**config.mk**
```make
export PLATFORM = sky130hd
export DESIGN_NAME = round_key_store_flat
export DESIGN_NICKNAME = d
export VERILOG_FILES = /design/src/source/aes_pkg.sv /design/src/source/round_key_if.sv /design/src/source/round_key_store.sv /design/src/flat_wrapper.sv
export SDC_FILE = /design/constraint.sdc
export NUM_CORES = 1
export LEC_CHECK = 0
export BUFFER_PORTS_ARGS = -buffer_cell sky130_fd_sc_hd__buf_2
export CAP_MARGIN = 0
export CORE_AREA = 2 2 596 598
export DETAILED_ROUTE_END_ITERATION = 7
export DIE_AREA = 0 0 598 600
export PLACE_DENSITY_LB_ADDON = 0.08
export SLEW_MARGIN = 20
export SYNTH_ARGS = -nofsm -noshare
export SYNTH_HDL_FRONTEND = slang
export SYNTH_SLANG_ARGS = --single-unit
```
**constraint.sdc**
```tcl
create_clock -name clk -period 37.1 [get_ports clk]
set_input_delay 1.855 -clock clk [delete_from_list [all_inputs] [get_ports clk]]
set_output_delay 1.855 -clock clk [all_outputs]
set_load 0.01 [all_outputs]
```
**src/source/aes_pkg.sv**
```systemverilog
`default_nettype none

package aes_pkg;

    typedef logic [127:0] block_t;     // FIPS-197 column-major, byte 0 in the top bits
    typedef logic [127:0] key_t;
    typedef logic [31:0]  word_t;
    typedef logic [3:0]   round_idx_t; // Round key index 0..10

    localparam int NUM_ROUNDS   = 10;
    localparam int NUM_KEYS     = 11;
    localparam int PIPE_LATENCY = 11;  // Stage 0 plus ten rounds

    // Forward S-box
    localparam logic [7:0] SBOX [0:255] = '{
        8'h63, 8'h7c, 8'h77, 8'h7b, 8'hf2, 8'h6b, 8'h6f, 8'hc5,
        8'h30, 8'h01, 8'h67, 8'h2b, 8'hfe, 8'hd7, 8'hab, 8'h76,
        8'hca, 8'h82, 8'hc9, 8'h7d, 8'hfa, 8'h59, 8'h47, 8'hf0,
        8'had, 8'hd4, 8'ha2, 8'haf, 8'h9c, 8'ha4, 8'h72, 8'hc0,
        8'hb7, 8'hfd, 8'h93, 8'h26, 8'h36, 8'h3f, 8'hf7, 8'hcc,
        8'h34, 8'ha5, 8'he5, 8'hf1, 8'h71, 8'hd8, 8'h31, 8'h15,
        8'h04, 8'hc7, 8'h23, 8'hc3, 8'h18, 8'h96, 8'h05, 8'h9a,
        8'h07, 8'h12, 8'h80, 8'he2, 8'heb, 8'h27, 8'hb2, 8'h75,
        8'h09, 8'h83, 8'h2c, 8'h1a, 8'h1b, 8'h6e, 8'h5a, 8'ha0,
        8'h52, 8'h3b, 8'hd6, 8'hb3, 8'h29, 8'he3, 8'h2f, 8'h84,
        8'h53, 8'hd1, 8'h00, 8'hed, 8'h20, 8'hfc, 8'hb1, 8'h5b,
        8'h6a, 8'hcb, 8'hbe, 8'h39, 8'h4a, 8'h4c, 8'h58, 8'hcf,
        8'hd0, 8'hef, 8'haa, 8'hfb, 8'h43, 8'h4d, 8'h33, 8'h85,
        8'h45, 8'hf9, 8'h02, 8'h7f, 8'h50, 8'h3c, 8'h9f, 8'ha8,
        8'h51, 8'ha3, 8'h40, 8'h8f, 8'h92, 8'h9d, 8'h38, 8'hf5,
        8'hbc, 8'hb6, 8'hda, 8'h21, 8'h10, 8'hff, 8'hf3, 8'hd2,
        8'hcd, 8'h0c, 8'h13, 8'hec, 8'h5f, 8'h97, 8'h44, 8'h17,
        8'hc4, 8'ha7, 8'h7e, 8'h3d, 8'h64, 8'h5d, 8'h19, 8'h73,
        8'h60, 8'h81, 8'h4f, 8'hdc, 8'h22, 8'h2a, 8'h90, 8'h88,
        8'h46, 8'hee, 8'hb8, 8'h14, 8'hde, 8'h5e, 8'h0b, 8'hdb,
        8'he0, 8'h32, 8'h3a, 8'h0a, 8'h49, 8'h06, 8'h24, 8'h5c,
        8'hc2, 8'hd3, 8'hac, 8'h62, 8'h91, 8'h95, 8'he4, 8'h79,
        8'he7, 8'hc8, 8'h37, 8'h6d, 8'h8d, 8'hd5, 8'h4e, 8'ha9,
        8'h6c, 8'h56, 8'hf4, 8'hea, 8'h65, 8'h7a, 8'hae, 8'h08,
        8'hba, 8'h78, 8'h25, 8'h2e, 8'h1c, 8'ha6, 8'hb4, 8'hc6,
        8'he8, 8'hdd, 8'h74, 8'h1f, 8'h4b, 8'hbd, 8'h8b, 8'h8a,
        8'h70, 8'h3e, 8'hb5, 8'h66, 8'h48, 8'h03, 8'hf6, 8'h0e,
        8'h61, 8'h35, 8'h57, 8'hb9, 8'h86, 8'hc1, 8'h1d, 8'h9e,
        8'he1, 8'hf8, 8'h98, 8'h11, 8'h69, 8'hd9, 8'h8e, 8'h94,
        8'h9b, 8'h1e, 8'h87, 8'he9, 8'hce, 8'h55, 8'h28, 8'hdf,
        8'h8c, 8'ha1, 8'h89, 8'h0d, 8'hbf, 8'he6, 8'h42, 8'h68,
        8'h41, 8'h99, 8'h2d, 8'h0f, 8'hb0, 8'h54, 8'hbb, 8'h16
    };

    // Round constants for round keys 1..10
    localparam logic [7:0] RCON [0:9] = '{
        8'h01, 8'h02, 8'h04, 8'h08, 8'h10, 8'h20, 8'h40, 8'h80, 8'h1b, 8'h36
    };

    function automatic word_t sub_word(input word_t w);
        return {SBOX[w[31:24]], SBOX[w[23:16]], SBOX[w[15:8]], SBOX[w[7:0]]};
    endfunction

    function automatic word_t rot_word(input word_t w);
        return {w[23:0], w[31:24]};
    endfunction

    function automatic logic [7:0] xtime(input logic [7:0] b);
        return {b[6:0], 1'b0} ^ (b[7] ? 8'h1b : 8'h00);
    endfunction

    function automatic block_t sub_bytes(input block_t s);
        block_t r;
        for (int i = 0; i < 16; i++) begin
            r[8*i +: 8] = SBOX[s[8*i +: 8]];
        end
        return r;
    endfunction

    // Row r moves left by r columns
    function automatic block_t shift_rows(input block_t s);
        block_t r;
        for (int c = 0; c < 4; c++) begin
            for (int row = 0; row < 4; row++) begin
                r[127 - 8*(4*c + row) -: 8] = s[127 - 8*(4*((c + row) % 4) + row) -: 8];
            end
        end
        return r;
    endfunction

    function automatic block_t mix_columns(input block_t s);
        block_t     r;
        logic [7:0] a0;
        logic [7:0] a1;
        logic [7:0] a2;
        logic [7:0] a3;
        for (int c = 0; c < 4; c++) begin
            {a0, a1, a2, a3} = s[127 - 32*c -: 32];
            r[127 - 32*c -: 32] = {
                xtime(a0) ^ xtime(a1) ^ a1 ^ a2 ^ a3,
                a0 ^ xtime(a1) ^ xtime(a2) ^ a2 ^ a3,
                a0 ^ a1 ^ xtime(a2) ^ xtime(a3) ^ a3,
                xtime(a0) ^ a0 ^ a1 ^ a2 ^ xtime(a3)
            };
        end
        return r;
    endfunction

endpackage

`default_nettype wire

```
**src/source/round_key_if.sv**
```systemverilog
`timescale 1ns/1ps
`default_nettype none

// Round keys from the key schedule into the key register file
interface round_key_if;

    logic                wr;    // One key per strobe
    aes_pkg::round_idx_t idx;
    aes_pkg::key_t       key;
    logic                done;  // Comes with the write of index 10

    modport producer (
        output wr,
        output idx,
        output key,
        output done
    );

    modport buffer (
        input wr,
        input idx,
        input key,
        input done
    );

endinterface

`default_nettype wire

```
**src/source/round_key_store.sv**
```systemverilog
`timescale 1ns/1ps
`default_nettype none

module round_key_store (
    input  wire logic     clk,
    input  wire logic     rst,
    input  wire logic     key_load,
    round_key_if.buffer   kif,
    output aes_pkg::key_t round_keys [aes_pkg::NUM_KEYS],
    output logic          keys_ready
);

    always_ff @(posedge clk) begin
        if (kif.wr) begin
            round_keys[kif.idx] <= kif.key;
        end
    end

    // Cleared as soon as a new key is loaded, set once index 10 is held
    always_ff @(posedge clk) begin
        if (!rst) begin
            keys_ready <= 1'b0;
        end else if (key_load) begin
            keys_ready <= 1'b0;
        end else if (kif.done) begin
            keys_ready <= 1'b1;
        end
    end

    // The pipeline only reads keys that are stable
    a_no_write_when_ready: assert property (
        @(posedge clk) disable iff (!rst)
        kif.wr |-> !keys_ready
    );

endmodule

`default_nettype wire

```
**src/flat_wrapper.sv**
```systemverilog
// flat-port wrapper written by rule: the top's interface ports become plain ports
module round_key_store_flat 
  (clk, rst, key_load, round_keys, keys_ready, kif_wr, kif_idx, kif_key, kif_done);
  round_key_if kif_i ();
  input  wire logic clk;
  input  wire logic rst;
  input  wire logic key_load;
  output aes_pkg::key_t round_keys[aes_pkg::NUM_KEYS];
  output logic keys_ready;
  input wire logic [$bits(kif_i.wr)-1:0] kif_wr;
  input wire logic [$bits(kif_i.idx)-1:0] kif_idx;
  input wire logic [$bits(kif_i.key)-1:0] kif_key;
  input wire logic [$bits(kif_i.done)-1:0] kif_done;
  assign kif_i.wr = kif_wr;
  assign kif_i.idx = kif_idx;
  assign kif_i.key = kif_key;
  assign kif_i.done = kif_done;
  round_key_store u_core (.clk(clk), .rst(rst), .key_load(key_load), .kif(kif_i), .round_keys(round_keys), .keys_ready(keys_ready));
endmodule
```
==> results.ini, run 1 <==
[outcome]
status=finished clean

[power_and_ir_drop]
leakagePower_nw=21.7
peakVddDrop_mv=0.0323
finalPower_mw=3.57
power-per-cell-area_nw_per_um2=57.8

[routing]
vias_per_cell=2.87
via_count=22900
drtAntennaViolNets=0
wl_per_cell_um=26.7
drc=0
drt_iter0_markers=1384
first_pass_iters=5
drt_wl_total_um=213000

[cts]
clock_latency_ns=0.83
clock_sinks=1409
cts_tree=built
cts_buffers=181
clk_pin_slew_worst_paths_ns=0.06
holdBufCountCts=0
root_buffer=clkbuf_16
htree_levels=4
clockBufferDepth=4
post_cts_buffers=0
ctsResizeCount=0

[run]
cap_violations=0

[floorplan]
core-area_um2=352000
die_h_um=600
fp.dieArea_um2=359000
start_util_pct=12.1
die_w_um=598
core.rowCount=218
ios=1546

[logic_synthesis]
synth_top_area_share_pct=99.7
syn_avg_cell_area_um2=29.7
synthCells=1428
seq_area_frac_synth_pct=99.8
netlist.top_cell.by_area=edfxtp_1
netlist_area_um2=42400
synthTopCellsByArea=edfxtp_1 100%, nor4_1 0.059%, dfxtp_1 0.047%, nor2_1 0.044%, nor3_1 0.035%
syn_nets=1565
synth_warnings=0
ys_types=11
synth_seq_cells=1409

[grt]
grt_max_degree=46
grt_pass1_wl_um=265000
track_usage_pct=11.3
overflow=0
grt_pass1_vias=23600
antenna_found_initial=26

[finish]
final_cell_mix=1545 x buf_2, 1408 x edfxtp_1, 182 x clkbuf_16
layout-drive-gt1-share_pct=55.0
fill_cells=38200
final_common_cell=buf_2
layout.nets=3338
areaGrowthSynthToFinish_pct=45.6

[sta]
fin_setup_tns_ns=0
holdWs_ns=0.500
slew_violations=0
finalHoldViolCount=0
fmax_mhz=243
fin_skew_ns=0
post-route-period-util_pct=11.1
relSlewSlack_pct=27.0
fin_crit_ns=4.11
rsz0062_at_grt=no
worst_slew_pin_slew_ns=1.10
setup_viol=0

[placed_design]
finalWeightedCongestion=0.724
hpwl_um=151000
io_buffers=1545

[critical_path]
cp.arrival_ns=4.56
crit_path_start_kind=input port
critPathCaptureType=flip-flop
worst_ep_required_time_ns=37.55
worst-setup-path-type=in2reg
cp_max_fo=38

[min_path]
hp-class=reg2reg

[area by class of cell]
type / instances / area (um^2) / area share [%]
clock buffers: 232 / 4740 / 7.68
inverters: 1 / 3.75 / 0.00608
diodes: 10 / 25.0 / 0.0405
multi-input cells: 18 / 169 / 0.274
flip-flops and latches: 1409 / 42300 / 68.5
repair buffers: 1590 / 8080 / 13.1
well taps: 4620 / 5780 / 9.36
clock inverters: 82 / 636 / 1.03
[worst paths after layout]
check	startpoint	to	slack, ns	cells after the start
worst max-delay path	kif_idx[3]	u_core.round_keys[115]$_DFFE_PP_	32.99	6
worst min-delay path	u_core.keys_ready$_SDFFE_PP0P_	u_core.keys_ready$_SDFFE_PP0P_	0.50	2
worst max register to register	u_core.keys_ready$_SDFFE_PP0P_	u_core.keys_ready$_SDFFE_PP0P_	36.50	2
worst min register to register	u_core.keys_ready$_SDFFE_PP0P_	u_core.keys_ready$_SDFFE_PP0P_	0.50	2
[cells in the mapped netlist, drive strengths merged]
cell type	n
nor3	3
edfxtp	1408
nor4	4
inv	1
or3b	1
dfxtp	1
nand3b	1
nor2	5
nand2b	2
nand2	1
nor3b	1
[through the flow]
stage	util (%)	area, um^2	setup slack, ns	instances
finish	17.5	61700	32.99	7962
global route	17.5	61700	32.81	7953
CTS	17.5	61700	32.89	7952
detailed placement	16.0	56300	31.91	7638
global placement	16.0	56300	31.91	7637
floorplan	-	42400	21.89	1428
[routing by layer]
layer / global-route usage [%] / up-vias / wire length, um
met2: 20.0 / 1122 / 109000
met3: 5.18 / 252 / 22400
met5: 0 / - / 0
met4: 3.57 / 0 / 6310
li1: - / 9481 / -
met1: 11.8 / 12000 / 75500
[state kept, by name (all words and copies together) (netlist names)]
signal,count
u_core.round_keys,1408
u_core.keys_ready,1
[worst max-delay path: stages]
cell,delay [ns]
buf_2,0.19
inv_1,0.12
nor4_2,0.23
buf_4,0.51
buf_4,0.76
buf_4,0.72
[logic make-up after synthesis]
logic type,synth area share [%]
DFF,99.8
and+or+nand+nor,0.233
buffers and inverters,0.00884
[power by group]
part	switching, mW	leakage [nW]	internal [mW]	total, mW
logic	0.0978	6.36	0.0247	0.122
clock network	0.715	2.62	0.937	1.65
registers	0.00696	12.7	1.79	1.79
total	0.819	21.7	2.75	3.57
(Power assumes the default switching activity.)
==> run 2, diff against run 1 <==
--- a/config.mk
+++ b/config.mk
@@ -5,11 +5,12 @@
 export SDC_FILE = /design/constraint.sdc
 export NUM_CORES = 1
 export LEC_CHECK = 0
+export ABC_AREA = 1
 export BUFFER_PORTS_ARGS = -buffer_cell sky130_fd_sc_hd__buf_2
 export CAP_MARGIN = 0
-export CORE_AREA = 2 2 596 598
+export CORE_AREA = 2 2 601 603
 export DETAILED_ROUTE_END_ITERATION = 7
-export DIE_AREA = 0 0 598 600
+export DIE_AREA = 0 0 603 605
 export PLACE_DENSITY_LB_ADDON = 0.08
 export SLEW_MARGIN = 20
 export SYNTH_ARGS = -nofsm -noshare
==> constraint.sdc (replaced) <==
create_clock -name clk -period 4 [get_ports clk]
set_input_delay 0.2 -clock clk [delete_from_list [all_inputs] [get_ports clk]]
set_output_delay 0.2 -clock clk [all_outputs]
set_load 0.01 [all_outputs]
==> results.ini, run 2 <==
[outcome]
status=finished clean

[finish]
design_area_um2=63800
areaGrowthSynthToFinish_pct=50.5
layout-drive-gt1-share_pct=53.1
regMostFlops=u_core.round_keys
final_util_pct=17.8
layout.nets=3487
stdcell_count=8269
largest_register_ffs=1408
final_cell_mix=1545 x buf_2, 1408 x edfxtp_1, 185 x clkbuf_16
top_regs=u_core.round_keys (1408), u_core.keys_ready (1)
final_common_cell=buf_2
fill_cells=38800

[sta]
fin_setup_tns_ns=0
fin_skew_ns=0
setup_viol=0
worst_slew_pin_slew_ns=1.03
fmax_mhz=436
rsz0062_at_grt=no
worst_slack_ns=1.71
relSlewSlack_pct=31.2
post-route-period-util_pct=57.4
finalHoldViolCount=0
fin_crit_ns=2.29
slew_violations=0
holdWs_ns=0.110

[logic_synthesis]
yosysMostFrequentCell=edfxtp_1
synth_warnings=0
ys_async_sr_fraction_pct=0
synthCells=1435
syn_avg_cell_area_um2=29.5
netlist_area_um2=42400
netlist.top_cell.by_area=edfxtp_1
synth_seq_cells=1409
synth_flop_cell=edfxtp_1
synth_commonest_cells=1408 x edfxtp_1, 13 x nor2_1, 5 x inv_1, 5 x nand2_1, 3 x nand3_1
ys_types=6
synth_top_area_share_pct=99.7
synth_edf_count=1408
synthTopCellsByArea=edfxtp_1 100%, nor2_1 0.12%, dfxtp_1 0.047%, inv_1 0.044%, nand2_1 0.044%
seq_area_frac_synth_pct=99.8
syn_nets=1572

[critical_path]
r2r-start=u_core.keys_ready$_SDFFE_PP0P_
slowest_stage=dlygate4sd3_1
cp-startpoint=kif_wr
path_delay_family=buffers and inverters
worst-setup-path-type=in2reg
cp.arrival_ns=2.77
critPathCaptureType=flip-flop
crit_path_start_kind=input port
r2r_cells=3
crit_chain=dlygate4sd3_1 > buf_2 > nand3_1 > dlygate4sd3_1 > nor2_4 > buf_12 > buf_12
cp_max_fo=39
worst_ep_required_time_ns=4.47
crit_path_max_incr_delay_ns=0.68
cp.depth=7
crit_buf_inv=5
rrSetupSlack_ns=2.88

[placed_design]
pre_cts_slack_ns=1.62
io_buffers=1545
place_inst=7804
hpwl_um=153000
finalWeightedCongestion=0.735
placed_cell_area_um2=56900

[routing]
vias_per_cell=2.82
drt_wl_total_um=214000
drc=0
first_pass_iters=5
drt_iter0_markers=1459
drtAntennaViolNets=0
wl_per_cell_um=25.9
via_count=23300

[cts]
clk_pin_slew_worst_paths_ns=0.06
clock_latency_ns=0.84
htree_levels=4
clock_sinks=1409
post_cts_buffers=0
root_buffer=clkbuf_16
ctsResizeCount=0
clockBufferDepth=4
cts_buffers=184
cts_tree=built
holdBufCountCts=133

[power_and_ir_drop]
cellInternalPower_mw=25.8
peakVddDrop_mv=0.302
power-per-cell-area_nw_per_um2=526
clkPwrFrac_pct=46.8
finalPower_mw=33.6
power_switching_mw=7.82
seq_power_share_pct=49.5
sw_frac_of_total_pct=23.3
comb_power_share_pct=3.7
leakagePower_nw=22.5

[grt]
grt_pass1_vias=23800
grt_pass1_wl_um=268000
antenna_found_initial=20
track_usage_pct=11.2
grt_max_degree=70
overflow=0

[floorplan]
die_h_um=605
start_util_pct=11.8
fp.dieArea_um2=365000
ios=1546
die_w_um=603
core.rowCount=220
core-area_um2=358000

[min_path]
min_from=kif_idx[0]
hp-class=in2reg
hold_depth=3

[run]
cap_violations=0

run 2: cell types whose count changed in the layout (fill, tap and decap cells not counted), moves of 4 or more:
cell | before | now
inv_1 | 1 | 5
clkinv_1 | 32 | 41
nor2_4 | 4 | 11
buf_12 | 1 | 27
nor4_2 | 4 | 0
clkbuf_1 | 50 | 37
clkbuf_8 | 0 | 4
nand2_1 | 1 | 5
dlygate4sd3_1 | 0 | 133
buf_4 | 44 | 23
run 2: area by class of cell:
type / instances / area, um^2 / share of cell area (%)
Clock inverter: 98 / 706 / 1.11
Clock buffer: 226 / 4820 / 7.56
Antenna cell: 8 / 20.0 / 0.0314
Timing Repair Buffer: 1729 / 9800 / 15.4
Tap cell: 4773 / 5970 / 9.36
Sequential cell: 1409 / 42300 / 66.3
Inverter: 5 / 18.8 / 0.0294
Multi-Input combinational cell: 21 / 165 / 0.259
run 2: power groups by stage:
| stage | Combinational [mW] | Sequential, mW | Clock, mW |
|---|---|---|---|
| floorplan | 0.0678 | 17.1 | 0 |
| global placement | 1.23 | 16.9 | 0 |
| detailed placement | 1.22 | 16.9 | 0 |
| CTS | 1.32 | 16.6 | 16.5 |
| global route | 1.33 | 16.6 | 16.9 |
| finish | 1.23 | 16.6 | 15.7 |
run 2: path summary, 6_finish.rpt:
path                                       endpoint
hold reg to reg      u_core.keys_ready$_SDFFE_PP0P_
hold / removal    u_core.round_keys[1261]$_DFFE_PP_
setup reg to reg     u_core.keys_ready$_SDFFE_PP0P_
setup / recovery    u_core.round_keys[13]$_DFFE_PP_
run 2: layer usage:
metal,global-route usage [%],vias to the layer above,wire [um]
li1,-,9779,-
met1,11.1,12300,72800
met2,21.3,985,117000
met3,4.01,274,17400
met4,3.82,0,7210
met5,0,-,0
run 2: worst register-to-register path, cell delays in order, from the launching register on:
cell,delay [ns]
dfxtp_1,0.31
nor2_1,0.10
nor2_1,0.05
dlygate4sd3_1,0.55
run 2: logic make-up (layout without fill, tap and decap cells):
kind of cell           count (synthesis)  count (layout)  share of synthesized area, %
flip-flops                          1409            1409                          99.8
other                                  0               8                             0
buffers and inverters                  5            2058                        0.0443
AND/OR/NAND/NOR                       21              21                         0.195
==> run 3, diff against run 2 <==
==> constraint.sdc (replaced) <==
create_clock -name clk -period 2.38 [get_ports clk]
set_input_delay 0.119 -clock clk [delete_from_list [all_inputs] [get_ports clk]]
set_output_delay 0.119 -clock clk [all_outputs]
set_load 0.01 [all_outputs]
==> results.ini, run 3 (synthesized netlist as in run 2, its figures left out) <==
[outcome]
status=finished clean

[routing]
drtAntennaViolNets=0
drt_wl_total_um=223000
drt_iter0_markers=1240
vias_per_cell=2.88
drc=0
first_pass_iters=5
via_count=23900
wl_per_cell_um=26.8

[floorplan]
die_h_um=605
fp.dieArea_um2=365000
core-area_um2=358000
start_util_pct=11.8
ios=1546
core.rowCount=220
die_w_um=603

[finish]
areaGrowthSynthToFinish_pct=52.1
layout.nets=3530
stdcell_count=8314
largest_register_ffs=1408
top_regs=u_core.round_keys (1408), u_core.keys_ready (1)
final_common_cell=buf_2
final_util_pct=18.0
layout-drive-gt1-share_pct=53.6
final_cell_mix=1545 x buf_2, 1408 x edfxtp_1, 185 x clkbuf_16
regMostFlops=u_core.round_keys

[sta]
slew_violations=0
post-route-period-util_pct=86.5
setup_viol=0
worst_slack_ns=0.321
rsz0062_at_grt=no
relSlewSlack_pct=39.8
fin_skew_ns=0
finalHoldViolCount=0
fmax_mhz=486
worst_slew_pin_slew_ns=0.903
fin_crit_ns=2.06

[cts]
clock_sinks=1409
cts_tree=built
clockBufferDepth=4
clk_pin_slew_worst_paths_ns=0.06
cts_buffers=183
htree_levels=4
ctsResizeCount=0
root_buffer=clkbuf_16
post_cts_buffers=0
holdBufCountCts=140
clock_latency_ns=0.85

[power_and_ir_drop]
peakVddDrop_mv=0.475
leakagePower_nw=22.8
power-per-cell-area_nw_per_um2=881

[grt]
grt_pass1_vias=24400
grt_max_degree=63
antenna_found_initial=31
track_usage_pct=11.7
grt_pass1_wl_um=278000
overflow=0

[placed_design]
pre_cts_slack_ns=0.526
finalWeightedCongestion=0.728
place_inst=7841
io_buffers=1545
hpwl_um=161000

[critical_path]
cp_max_fo=29
cp.arrival_ns=2.55
crit_path_start_kind=input port
worst_ep_required_time_ns=2.88
worst-setup-path-type=in2reg
critPathCaptureType=flip-flop

[run]
cap_violations=0

[min_path]
hp-class=in2reg

==> run 3: cell types whose count changed in the layout (fill, tap and decap cells not counted), moves of 4 or more <==
| cell | previous run | this run |
|---|---|---|
| clkbuf_1 | 37 | 43 |
| dlygate4sd3_1 | 133 | 139 |
| clkbuf_8 | 4 | 0 |
| buf_4 | 23 | 44 |
| inv_6 | 9 | 5 |
| buf_12 | 27 | 45 |
==> run 3: stage by stage <==
step                hold slack (ns)  setup TNS, ns  cell area (um^2)  total power [mW]
finish                        0.154              0             64500              56.8
global placement              0.349              0             57500              30.7
global route                  0.101              0             64500              59.1
CTS                          0.0271              0             64500              58.3
floorplan                     0.218        -437.99             42500              28.9
detailed placement            0.354              0             57500              30.6
==> run 3: final cells by class <==
class	instances	area (um^2)
fill	38700	294000
sequential	1409	42300
timing repair buffer	1773	10400
tap	4773	5970
clock buffer	228	4790
clock inverter	100	807
multi-input combinational	21	210
inverter	5	26.3
antenna	5	12.5
==> run 3: metal layers <==
layer  vias to the layer above  GRT usage [%]  part of all wire [%]
met5                         -              0                     0
met4                         0           4.11                   3.5
met3                       278           3.98                   7.8
met2                      1033           21.8                    54
met1                     12700           12.0                    35
li1                       9862              -                     -
==> run 3: final timing paths <==
kind | from | endpoint | slack [ns] | cells past startpoint
worst max-delay path | kif_idx[2] | u_core.round_keys[374]$_DFFE_PP_ | 0.32 | 8
worst min-delay path | kif_key[53] | u_core.round_keys[949]$_DFFE_PP_ | 0.15 | 2
worst max register to register | u_core.keys_ready$_SDFFE_PP0P_ | u_core.keys_ready$_SDFFE_PP0P_ | 1.27 | 3
worst min register to register | u_core.keys_ready$_SDFFE_PP0P_ | u_core.keys_ready$_SDFFE_PP0P_ | 1.03 | 3
==> run 3: power breakdown <==
group | total [mW] | leakage, nW | switching, mW | internal (mW)
Clock | 26.7 | 2.72 | 11.5 | 15.2
Combinational | 2.18 | 7.32 | 1.60 | 0.582
Sequential | 28.0 | 12.7 | 0.126 | 27.8
Total | 56.8 | 22.8 | 13.2 | 43.6
==> run 3: critical path, stage by stage <==
cell and delay (ns):
dlygate4sd3_1 0.54, buf_2 0.17, clkinvlp_4 0.11, nand3_4 0.06, dlygate4sd3_1 0.69, nor2_4 0.21, buf_12 0.22, buf_12 0.24
